===== config.mk =====
export PLATFORM = sky130hd
export DESIGN_NAME = spi_flash_master
export DESIGN_NICKNAME = d
export VERILOG_FILES = /design/src/spi_loader_pkg.sv /design/src/spi_flash_master.sv
export SDC_FILE = /design/constraint.sdc
export NUM_CORES = 1
export LEC_CHECK = 0
export BUFFER_PORTS_ARGS = -buffer_cell sky130_fd_sc_hd__buf_2
export CORE_ASPECT_RATIO = 1.75
export CORE_MARGIN = 2
export CORE_UTILIZATION = 48
export DETAILED_ROUTE_END_ITERATION = 8
export PLACE_DENSITY = 0.75
export SYNTH_ARGS = -nofsm -noshare
export SYNTH_HDL_FRONTEND = slang
export SYNTH_SLANG_ARGS = --single-unit

===== constraint.sdc =====
create_clock -name MCLK -period 2.6 [get_ports MCLK]
set_input_delay 0.26 -clock MCLK [delete_from_list [all_inputs] [get_ports MCLK]]
set_output_delay 0.26 -clock MCLK [all_outputs]
set_load 0.1 [all_outputs]

===== src/spi_loader_pkg.sv =====
package spi_loader_pkg;

    localparam logic [7:0]  read_opcode = 8'h03;        // plain read
    localparam int          cmd_bits    = 32;           // opcode + 24 bit address
    localparam logic [11:0] boot_page   = 12'h805;      // bootloader region
    localparam logic [11:0] boot_bits   = 12'd2656;
    localparam logic [11:0] map_bits    = 12'd1200;     // bad loop map length
    localparam logic [11:0] head_loops  = 12'd6;        // good loops in page head
    localparam logic [11:0] page_bits   = 12'd1030;     // good data loops per page

    localparam int map_aw  = 12;
    localparam int out_aw  = 15;
    localparam int fifo_aw = 13;

    localparam logic [out_aw-1:0] out_page_base = 15'd14336;   // page image start

    typedef logic [11:0] page_t;
    typedef logic [2:0]  img_t;

    // bit 1 marks an active access, bit 0 picks page (1) or boot (0)
    typedef logic [2:0]  acc_t;

    localparam acc_t acc_boot_send = 3'b110;
    localparam acc_t acc_user_send = 3'b111;

endpackage


===== src/spi_flash_master.sv =====
`timescale 1ns/1ns

module spi_flash_master
(
    input  logic                                MCLK,
    input  logic                                arst_n,
    input  logic                                cmd_start,
    input  logic [spi_loader_pkg::cmd_bits-1:0] cmd_word,
    input  logic                                bit_req,
    input  logic                                cs_release,
    output logic                                cmd_ready,
    output logic                                bit_valid,
    output logic                                bit_data,
    output logic                                flash_cs_n,
    output logic                                sclk,
    output logic                                mosi,
    output logic                                mosi_oe,
    input  logic                                miso
);

    import spi_loader_pkg::*;

    typedef enum logic [1:0] {
        M_IDLE,     // cs high, waiting for a command
        M_CMD,      // read command shifting out
        M_OPEN,     // cs low, read stream open
        M_BIT       // one data bit in flight
    } mstate_t;

    mstate_t                     mstate;
    logic [cmd_bits-1:0]         cmd_sr;
    logic [$clog2(cmd_bits)-1:0] bit_cnt;

    always_ff @(posedge MCLK or negedge arst_n)
    begin
        if (!arst_n)
        begin
            mstate     <= M_IDLE;
            bit_cnt    <= '0;
            cmd_ready  <= 1'b1;
            bit_valid  <= 1'b0;
            flash_cs_n <= 1'b1;
            sclk       <= 1'b1;
            mosi_oe    <= 1'b0;
        end
        else
        begin
            bit_valid <= 1'b0;
            if (cs_release)
            begin
                mstate     <= M_IDLE;
                cmd_ready  <= 1'b1;
                flash_cs_n <= 1'b1;
                sclk       <= 1'b1;
                mosi_oe    <= 1'b0;
            end
            else
            begin
                case (mstate)
                    M_IDLE:
                        if (cmd_start)
                        begin
                            mstate     <= M_CMD;
                            bit_cnt    <= '0;
                            cmd_ready  <= 1'b0;
                            flash_cs_n <= 1'b0;
                            sclk       <= 1'b0;     // first bit goes out with sclk low
                            mosi_oe    <= 1'b1;
                        end
                    M_CMD:
                        if (!sclk)
                        begin
                            sclk <= 1'b1;           // flash latches mosi here
                            if (bit_cnt == $bits(bit_cnt)'(cmd_bits - 1))
                            begin
                                mstate    <= M_OPEN;
                                cmd_ready <= 1'b1;
                            end
                        end
                        else
                        begin
                            sclk    <= 1'b0;
                            bit_cnt <= bit_cnt + 1'b1;
                        end
                    M_OPEN:
                    begin
                        mosi_oe <= 1'b0;            // io0 back to the flash
                        if (bit_req)
                        begin
                            mstate    <= M_BIT;
                            cmd_ready <= 1'b0;
                            sclk      <= 1'b0;      // flash shifts next bit out
                        end
                    end
                    default:
                    begin
                        mstate    <= M_OPEN;
                        cmd_ready <= 1'b1;
                        bit_valid <= 1'b1;
                        sclk      <= 1'b1;
                    end
                endcase
            end
        end
    end

    // command shifter, MSB first, and the sampled read bit
    always_ff @(posedge MCLK)
    begin
        if (mstate == M_IDLE && cmd_start)
        begin
            mosi   <= cmd_word[cmd_bits-1];
            cmd_sr <= cmd_word << 1;
        end
        else if (mstate == M_CMD && sclk)
        begin
            mosi   <= cmd_sr[cmd_bits-1];
            cmd_sr <= cmd_sr << 1;
        end
        if (mstate == M_BIT)
            bit_data <= miso;               // sampled as sclk rises
    end

endmodule


==> reports/metrics.cfg <==
[synth]
async_flop_share=0.267
yosysWarnings=0
synthAdderAreaFrac=0.0127
netlist_instances=120
synth_xor_area_frac=0.00443
synth_top_family_by_area=multiplexers
ys_ff_latch=45
synth_compound_area_frac=0.0545
ys.flop_type=edfxtp_1
yosys.area_share.simple=0.0608
yosysSeqAreaShare=0.655
avgSynthCellArea_um2=16.5
ys_types=33
synth_mux_area_frac=0.187
netlist_area_um2=1980
syn_nets=160
synth_edf_count=33

[cts]
clkSinkCount=45
hold_buffers=1
cts.repair.resized=0
clk_pin_slew_ns=0.07
cts_max_level=2
cts_tree=done
clk_latency_ns=0.29
cts_setup_buffers=0
clockBufferDepth=2
cts-root-buf=clkbuf_8
numCtsBuffers=5

[drt]
vias=1142
drtIter0Drc=18
firstDrtPassIters=4
wirelength_um=3210
routedWlPerCell_um=14.7
antenna_left=0
via_per_inst=5.24
drc=0

[critical_path]
required_ns=2.64
cp-end-kind=flop
critPathArrivalTime_ns=1.82
path_cells=nand2b_4, nor2_4, buf_4, mux2_2
critical_path_class=flop to flop
start_kind=flop
max_stage_delay_ns=0.47
worstPathMaxFanout=32
cp_slowest_cell=dfrtp_1

[sta]
slew_viol_final=0
fin_tns_setup_ns=0
slew_headroom=0.660
setup_viol=0
setup_ws_ns=0.827
fin_skew_ns=0.00759
fin_crit_sh=0.682
min_period_ns=1.77
max_slew.worst_pin.slew_ns=0.510
hold_viol=0
fmax_ghz=0.564
rsz0062_at_grt=no

[global_route]
grt_util_all_layers=0.154
grt_pass1_wl_um=5130
grt_max_degree=33
grt_antenna_before_repair=0
grt_pass1_vias=1171
grt.overflow.total=0

[layout]
drive_gt1_frac=0.465
nets=209
synthToLayoutAreaGrowth_pct=18.0
diodes=0
final_area_um2=2330
fillers=332

[die]
die_x_um=52.5
die_h_um=88.9
coreArea_um2=3900
row_count=30
ios=45
dieArea_um2=4670
start_util=0.506

[power_and_ir_drop]
vdd_ir_drop_max_v=0.000575
p_per_area_nw_per_um2=687
p_leak_uw=0.000948

[min_path]
hp-class=input port to flop

[placement]
place_ws_ns=0.825
place_congestion=0.712
numPortBuffers=44
dpl_cell_area_um2=2240
dp_hpwl_um=2320

[job]
maxCapViolCount=0

[outcome]
status=finished, final reports clean

-- layout by cell type (no fill, tap or decap), types with 2 or more instances in the layout --
cell type	synthesis	layout
a22o_2	3	3
nor2_1	3	3
dfstp_2	3	3
nor3_1	3	3
buf_4	0	2
a21oi_1	4	3
inv_1	2	2
mux2_2	16	16
edfxtp_1	33	33
clkbuf_1	1	2
clkbuf_8	0	5
mux2_1	16	16
o21bai_1	2	2
ha_1	2	2
buf_2	0	44
nor2b_1	2	2
dfrtp_1	9	9
-- metrics by stage --
| stage | instances | hold slack [ns] | utilization | total power, uW |
|---|---|---|---|---|
| 2_1_floorplan | 120 | -0.0356 | - | 1140 |
| 4_1_cts | 218 | 0.134 | 0.597 | 1620 |
| 6_report | 218 | 0.145 | 0.597 | 1600 |
| 3_3_place_gp | 209 | 0.144 | 0.574 | 1200 |
| 3_5_place_dp | 209 | 0.149 | 0.574 | 1220 |
| 5_1_grt | 218 | 0.129 | 0.597 | 1680 |
-- logic make-up (layout without fill, tap and decap cells) --
kind of cell,Yosys count,in the layout
xor+xnor,1,1
fa+ha+maj,2,2
flops,45,45
simple gates,18,18
mux,33,33
buf+inv,7,57
compound gates,14,14
-- power by group --
part | leakage, uW | switching, uW | internal [uW]
sequential | 0.000475 | 38.3 | 893
clock | 0.0000399 | 215 | 187
combinational | 0.000433 | 152 | 115
-- routing by layer --
layer | GRT usage | vias up | wire [um]
li1 | - | 552 | -
met2 | 0.278 | 32 | 1760
met4 | 0.0629 | 0 | 49
met3 | 0.0456 | 5 | 183
met5 | 0 | - | 0
met1 | 0.160 | 553 | 1220
-- registers in the layout (all words and copies together), names as in the netlist --
signal	count
bit_valid	1
cmd_sr	31
bit_cnt	5
flash_cs_n	1
mosi_oe	1
bit_data	1
mstate	2
mosi	1
sclk	1
cmd_ready	1
-- critical path: cells and delay by family (launching register included) --
| family | cells | cell delay [ns] |
|---|---|---|
| mux | 1 | 0.39 |
| flops | 1 | 0.47 |
| buf+inv | 1 | 0.36 |
| simple gates | 2 | 0.30 |
-- synth_stat cells (2+ instances only) --
cell       n  share of area
a21oi_1    4          0.010
a22o_2     3          0.015
buf_6      3          0.017
dfrtp_1    9           0.11
dfstp_2    3          0.040
edfxtp_1  33           0.50
ha_1       2          0.013
inv_1      2         0.0038
mux2_1    16          0.091
mux2_2    16          0.091
nor2_1     3         0.0057
nor2b_1    2         0.0063
nor3_1     3         0.0076
o21bai_1   2         0.0076
-- final timing paths --
check	start	to	slack (ns)	cells past startpoint
setup / recovery	mstate[0]$_DFFE_PN0P_	cmd_sr[17]$_DFFE_PP_	0.83	4
hold reg to reg	flash_cs_n$_DFFE_PN1P_	flash_cs_n$_DFFE_PN1P_	0.49	2
hold / removal	miso	bit_data$_DFFE_PN_	0.14	1
max in group asynchronous	arst_n	cmd_ready$_DFFE_PN1P_	1.95	2
setup reg to reg	mstate[0]$_DFFE_PN0P_	cmd_sr[17]$_DFFE_PP_	0.83	4
min in group asynchronous	arst_n	mstate[1]$_DFFE_PN0P_	0.37	2
-- final cells by class --
type / instances / area (um^2) / area share
flip-flops and latches: 45 / 1290 / 0.556
multi-input cells: 68 / 643 / 0.276
repair buffers: 47 / 245 / 0.105
clock buffers: 7 / 76.3 / 0.0327
well taps: 48 / 60.1 / 0.0258
inverters: 2 / 7.51 / 0.00322
clock inverters: 1 / 3.75 / 0.00161
(Power assumes the default switching activity.)
