## config.mk

```make
export PLATFORM = sky130hd
export DESIGN_NAME = load_sequencer
export DESIGN_NICKNAME = d
export VERILOG_FILES = /design/src/spi_loader_pkg.sv /design/src/load_sequencer.sv
export SDC_FILE = /design/constraint.sdc
export NUM_CORES = 1
export LEC_CHECK = 0
export BUFFER_PORTS_ARGS = -buffer_cell sky130_fd_sc_hd__buf_2
export CAP_MARGIN = 20
export CELL_PAD_IN_SITES_DETAIL_PLACEMENT = 0
export CELL_PAD_IN_SITES_GLOBAL_PLACEMENT = 1
export CORE_MARGIN = 3
export CORE_UTILIZATION = 35
export DETAILED_ROUTE_END_ITERATION = 12
export PLACE_DENSITY = 0.72
export SKIP_LAST_GASP = 1
export SLEW_MARGIN = 20
export SYNTH_ARGS = -nofsm -noshare
export SYNTH_HDL_FRONTEND = slang
export SYNTH_SLANG_ARGS = --single-unit
export TNS_END_PERCENT = 50
```

## constraint.sdc

```tcl
create_clock -name MCLK -period 2.55 [get_ports MCLK]
set_input_delay 0.255 -clock MCLK [delete_from_list [all_inputs] [get_ports MCLK]]
set_output_delay 0.255 -clock MCLK [all_outputs]
set_load 0.005 [all_outputs]
```

## src/spi_loader_pkg.sv

```systemverilog
package spi_loader_pkg;

    localparam logic [7:0]  read_opcode = 8'h03;        // plain read
    localparam int          cmd_bits    = 32;           // opcode + 24 bit address
    localparam logic [11:0] boot_page   = 12'h805;      // bootloader region
    localparam logic [11:0] boot_bits   = 12'd2656;
    localparam logic [11:0] map_bits    = 12'd1200;     // bad loop map length
    localparam logic [11:0] head_loops  = 12'd6;        // good loops in page head
    localparam logic [11:0] page_bits   = 12'd1030;     // good data loops per page

    localparam int map_aw  = 12;
    localparam int out_aw  = 15;
    localparam int fifo_aw = 13;

    localparam logic [out_aw-1:0] out_page_base = 15'd14336;   // page image start

    typedef logic [11:0] page_t;
    typedef logic [2:0]  img_t;

    // bit 1 marks an active access, bit 0 picks page (1) or boot (0)
    typedef logic [2:0]  acc_t;

    localparam acc_t acc_boot_send = 3'b110;
    localparam acc_t acc_user_send = 3'b111;

endpackage

```

## src/load_sequencer.sv

```systemverilog
`timescale 1ns/1ns

module load_sequencer
(
    input  logic                                MCLK,
    input  logic                                arst_n,
    input  spi_loader_pkg::img_t                img,
    input  spi_loader_pkg::page_t               page,
    input  spi_loader_pkg::acc_t                acc_type,
    input  logic                                cmd_ready,
    input  logic                                bit_valid,
    input  logic                                bit_data,
    output logic                                cmd_start,
    output logic [spi_loader_pkg::cmd_bits-1:0] cmd_word,
    output logic                                bit_req,
    output logic                                cs_release,
    output logic                                map_we,
    output logic                                map_re,
    output logic [spi_loader_pkg::map_aw-1:0]   map_addr,
    output logic                                map_wdata,
    input  logic                                map_rdata,
    output logic                                out_we_n,
    output logic [spi_loader_pkg::out_aw-1:0]   out_addr,
    output logic                                out_data,
    output logic                                fifo_we_n,
    output logic [spi_loader_pkg::fifo_aw-1:0]  fifo_addr,
    output logic                                fifo_data,
    output logic                                send_boot_n,
    output logic                                send_user_n
);

    import spi_loader_pkg::*;

    typedef enum logic [4:0] {
        S_IDLE, S_PREP, S_CMD, S_CMD_WAIT,
        S_B_REQ, S_B_WAIT, S_B_WR,              // bootloader and map copy
        S_H_RD, S_H_CHK, S_H_WR,                // page head expansion
        S_D_RD, S_D_CHK, S_D_REQ, S_D_WAIT, S_D_WR,
        S_REL, S_DONE
    } state_t;

    state_t      state;
    logic [11:0] gcnt;          // bits or good loops done in this phase
    logic        map_ph;        // boot branch is copying the map
    logic        good;          // current loop is good
    logic        wr_bit;

    always_ff @(posedge MCLK or negedge arst_n)
    begin
        if (!arst_n)
        begin
            state     <= S_IDLE;
            gcnt      <= '0;
            map_ph    <= 1'b0;
            out_addr  <= '0;
            fifo_addr <= '0;
            map_addr  <= '0;
        end
        else if (!acc_type[1])
            state <= S_IDLE;                    // host ended the access
        else
        begin
            case (state)
                S_IDLE:
                begin
                    state     <= S_PREP;
                    gcnt      <= '0;
                    map_ph    <= 1'b0;
                    fifo_addr <= '0;
                    map_addr  <= '0;
                end
                S_PREP: state <= S_CMD;
                S_CMD:  state <= S_CMD_WAIT;
                S_CMD_WAIT:
                    if (cmd_ready)
                    begin
                        if (acc_type[0])
                        begin
                            out_addr <= out_page_base;
                            state    <= S_H_RD;
                        end
                        else
                        begin
                            out_addr <= '0;
                            state    <= S_B_REQ;
                        end
                    end
                S_B_REQ:  state <= S_B_WAIT;
                S_B_WAIT:
                    if (bit_valid)
                        state <= S_B_WR;
                S_B_WR:
                begin
                    out_addr  <= out_addr + 1'b1;
                    fifo_addr <= fifo_addr + 1'b1;
                    gcnt      <= gcnt + 1'b1;
                    state     <= S_B_REQ;
                    if (map_ph)
                    begin
                        map_addr <= map_addr + 1'b1;
                        if (gcnt == map_bits - 1'b1)
                            state <= S_REL;
                    end
                    else if (gcnt == boot_bits - 1'b1)
                    begin
                        map_ph <= 1'b1;         // map follows right after the bootloader
                        gcnt   <= '0;
                    end
                end
                S_H_RD: state <= S_H_CHK;
                S_H_CHK:
                begin
                    map_addr <= map_addr + 1'b1;
                    state    <= S_H_WR;
                end
                S_H_WR:
                begin
                    out_addr <= out_addr + 1'b1;
                    state    <= S_H_RD;
                    if (good)
                    begin
                        gcnt <= gcnt + 1'b1;
                        if (gcnt == head_loops - 1'b1)
                        begin
                            gcnt  <= '0;
                            state <= S_D_RD;
                        end
                    end
                end
                S_D_RD: state <= S_D_CHK;
                S_D_CHK:
                begin
                    map_addr <= map_addr + 1'b1;
                    state    <= map_rdata ? S_D_REQ : S_D_WR;    // bad loop skips flash
                end
                S_D_REQ:  state <= S_D_WAIT;
                S_D_WAIT:
                    if (bit_valid)
                        state <= S_D_WR;
                S_D_WR:
                begin
                    out_addr <= out_addr + 1'b1;
                    state    <= S_D_RD;
                    if (good)
                    begin
                        fifo_addr <= fifo_addr + 1'b1;
                        gcnt      <= gcnt + 1'b1;
                        if (gcnt == page_bits - 1'b1)
                            state <= S_REL;
                    end
                end
                S_REL: state <= S_DONE;
                default: state <= S_DONE;       // wait for the host to drop the access
            endcase
        end
    end

    always_ff @(posedge MCLK)
    begin
        if (state == S_PREP)
            cmd_word <= {read_opcode, 2'b00, img, acc_type[0] ? page : boot_page, 7'd0};
        if (state == S_H_CHK || state == S_D_CHK)
        begin
            good   <= map_rdata;
            wr_bit <= (state == S_H_CHK) && map_rdata;  // head writes 1 per good loop
        end
        else if (bit_valid)
            wr_bit <= bit_data;
    end

    assign cmd_start  = (state == S_CMD);
    assign bit_req    = (state == S_B_REQ) || (state == S_D_REQ);
    assign map_re     = (state == S_H_RD) || (state == S_D_RD);
    assign map_we     = (state == S_B_WR) && map_ph;
    assign cs_release = (state == S_REL) || ((state != S_IDLE) && !acc_type[1]);

    assign out_we_n  = !((state == S_B_WR) || (state == S_H_WR) || (state == S_D_WR));
    assign fifo_we_n = !((state == S_B_WR) || ((state == S_D_WR) && good));

    // one write bit feeds every sink
    assign out_data  = wr_bit;
    assign fifo_data = wr_bit;
    assign map_wdata = wr_bit;

    assign send_boot_n = !((state == S_DONE) && (acc_type == acc_boot_send));
    assign send_user_n = !((state == S_DONE) && (acc_type == acc_user_send));

endmodule

```

==> out/results.ini <==
[run_status]
outcome=finished clean

[floorplanning]
die_h_um=117
initial_core_util=0.368
core_um2=11700
dieArea_um2=13700
die_x_um=117
num_rows=39
ios=108

[pwr]
comb_power_share=0.158
power_frac_seq=0.463
power.switching_uw=801
power.density_nw_per_um2=574
pwr-share-clk=0.378
p_int_uw=2160
p_sw_frac=0.270
max-vdd-ir-drop_uv=305
p_leak_uw=0.00241
totalPowerFinal_uw=2960

[sta]
hold_viol=0
tns_ns=0
rsz0062_at_grt=false
tightest_slew_ns=0.709
finalMaxSlewViolations=0
finalSetupViolations=0
post-route-min-period_ns=2.34
finalCritPeriodShare=0.918
maxSlewHeadroom=0.528
fin_skew_ns=0.00422
fmax_ghz=0.427

[worst_setup_path]
worstPathCellList=buf_12 -> and2b_1 -> nand3b_1 -> nor3b_1 -> buf_2
crit_buf_inv=2
crit_arrival_ns=2.09
path_delay_family=simple AND/OR/NAND/NOR gates
crit_type=reg -> out
required_ns=2.30
endpoint_kind=output port
crit_fanout=17
slowest_stage=dfrtp_1
cp_slowest_stage_delay_ns=0.48
start_kind=flip-flop

[synth]
syn_inst=467
synth_area_leaders=dfrtp_1, edfxtp_1, o21ai_0, nand2_1, nor2_1
synth_area_um2=4300
synth_cell_types=63
synth_top_area_share=0.337
async_reset_ff_frac=0.773
synth-edff-count=17
yosysWarnings=0
ys_seq_area_frac=0.456
synthFlopType=dfrtp_1
syn_area_per_cell_um2=9.22
synth_top_area_cell=dfrtp_1
yosys_register_bits=75

[clock_network]
cts.htree.levels=3
cts_tree=yes
cts_made_buffers=9
clockRootBuffer=clkbuf_16
clock-sinks=75
clk_latency_ns=0.34
cts.path.max_buffers=2
cts.clk_slew.worst_paths_ns=0.06

[final_layout]
final_util=0.441
final_nets=589
register_area_um2=1960
fillers=1147
layout-drive-gt1-share=0.230
area_growth_pct=19.9
finalNonFillerCells=708
antenna_cells=0
multi_input_area_um2=2150
postLayoutCellArea_um2=5160

[detailed_routing]
vias_per_cell=5.27
routedWlPerCell_um=15.4
drcViolationCount=0
vias=3733
antenna_left=0
routed_wl_um=10900
drtIter0Drc=196
drt-pass1-iter-count=5

[placed_design]
place_area_um2=4900
portBuffers=90
placedCellCount=691
gp_congestion=0.816
place_hpwl_um=8060

[global_route]
antenna_found_initial=1
grt_max_degree=31
grt_pass1_vias=3464
track_usage=0.163
grt_pass1_wl_um=17400
grt_remaining_overflow=0

[run]
maxCapViolations=0

[min_path]
min_path_type=in -> reg

==> layout make-up <==
cell class                 count  share of cell area
clock buffer                  12              0.0458
clock inverter                 4             0.00339
inverter                       5             0.00364
multi-input combinational    363               0.417
sequential                    75               0.380
tap                          143              0.0347
timing repair buffer         106               0.116
==> Yosys cell counts, drive strengths merged (2+ instances only) <==
master / n
edfxtp: 17
nand3b: 3
nand2: 44
nor3b: 6
a32o: 3
xor2: 12
nand4: 6
o21ai: 38
inv: 4
o31a: 2
buf: 32
clkbuf: 7
a31oi: 3
a22o: 8
mux2i: 3
and2: 13
or3: 8
o31ai: 7
o21a: 4
nor4bb: 2
o22ai: 2
conb: 2
o21bai: 2
nor3: 10
dfrtp: 58
nand2b: 10
o211ai: 2
ha: 5
a31o: 2
nor4b: 2
o22a: 2
or4: 2
a21o: 10
and3: 14
a21oi: 20
a22oi: 2
and4: 3
nor2b: 11
nand3: 27
or2: 3
nor2: 44
==> metal layers <==
layer	track usage	vias up	part of all wire	wire [um]
met4	0.0635	2	0.014	155
met3	0.0396	12	0.042	455
met2	0.255	85	0.49	5340
met5	0	-	0.00064	7
li1	-	1838	-	-
met1	0.218	1796	0.45	4950
==> metrics by stage <==
step | hold slack [ns] | setup slack, ns
2_1_floorplan | -0.0406 | 0.433
3_3_place_gp | 0.356 | 0.307
3_5_place_dp | 0.349 | 0.251
4_1_cts | 0.0740 | 0.0872
5_1_grt | 0.0777 | 0.118
6_report | 0.0873 | 0.209
==> power groups by stage <==
| stage | Clock, uW | Sequential [uW] | Combinational, uW |
|---|---|---|---|
| final | 1120 | 1370 | 469 |
| after detailed placement | 0 | 1390 | 473 |
| after global routing | 1200 | 1380 | 529 |
| after CTS | 1150 | 1370 | 476 |
| after global placement | 0 | 1390 | 472 |
| after floorplan | 0 | 1390 | 274 |
==> flip-flops by register name, summed over array words and instances, names as in the netlist <==
name       count
cmd_word      15
fifo_addr     13
fifo_data      1
gcnt          12
good           1
map_addr      12
map_ph         1
out_addr      15
state          5
==> worst reg2reg max path: stages, from the launching register on <==
cell,delay [ns]
dfrtp_1,0.45
or4_4,0.58
nor3_4,0.22
a21oi_2,0.12
or2_0,0.38
a21o_1,0.22
a22o_1,0.22
==> path summary, 6_finish.rpt <==
path	slack, ns	to	from	cells after the start
min	0.09	cmd_word[20]$_DFFE_PP_	img[1]	1
min in group asynchronous	0.50	gcnt[2]$_DFFE_PN0P_	arst_n	2
min reg2reg	0.50	out_addr[9]$_DFFE_PN0P_	out_addr[9]$_DFFE_PN0P_	1
max	0.21	map_we	state[0]$_DFFE_PN0P_	5
max reg2reg	0.24	gcnt[9]$_DFFE_PN0P_	gcnt[6]$_DFFE_PN0P_	6
max in group asynchronous	1.45	map_addr[6]$_DFFE_PN0P_	arst_n	3
==> what timing repair did <==
action | in CTS | in global routing
hold endpoints to repair | 28 | 0
setup endpoints to repair | 0 | 1
gates resized for setup | 0 | 1
setup buffers | 0 | 0
hold buffers | 1 | 0
==> placed cells by master (no fill, tap or decap), drive strengths merged, types with 4 or more instances in the layout <==
cell / Yosys / routed
edfxtp: 17 / 17
dfrtp: 58 / 58
clkbuf: 7 / 12
a21oi: 20 / 20
a21o: 10 / 10
a22o: 8 / 8
nor3: 10 / 10
nor2b: 11 / 11
ha: 5 / 5
nor3b: 6 / 6
conb: 2 / 17
clkinv: 1 / 4
nor2: 44 / 44
o31ai: 7 / 7
and2: 13 / 13
o21a: 4 / 4
nand4: 6 / 6
o21ai: 38 / 38
inv: 4 / 5
buf: 32 / 105
nand2b: 10 / 10
xor2: 12 / 12
nand2: 44 / 44
or3: 8 / 8
nand3: 27 / 27
and3: 14 / 14
==> logic make-up after synthesis <==
kind of cell               count (synthesis)  synth area share
xor gates and xnor gates                  12            0.0244
muxes                                      3           0.00698
adders and majority gates                  5            0.0145
AOI/OAI and AO/OA                        114             0.174
DFF                                       75             0.456
buffers and inverters                     44            0.0576
other                                      2           0.00174
and+or+nand+nor                          212             0.265
No activity file was read; power rests on OpenSTA's default activity.
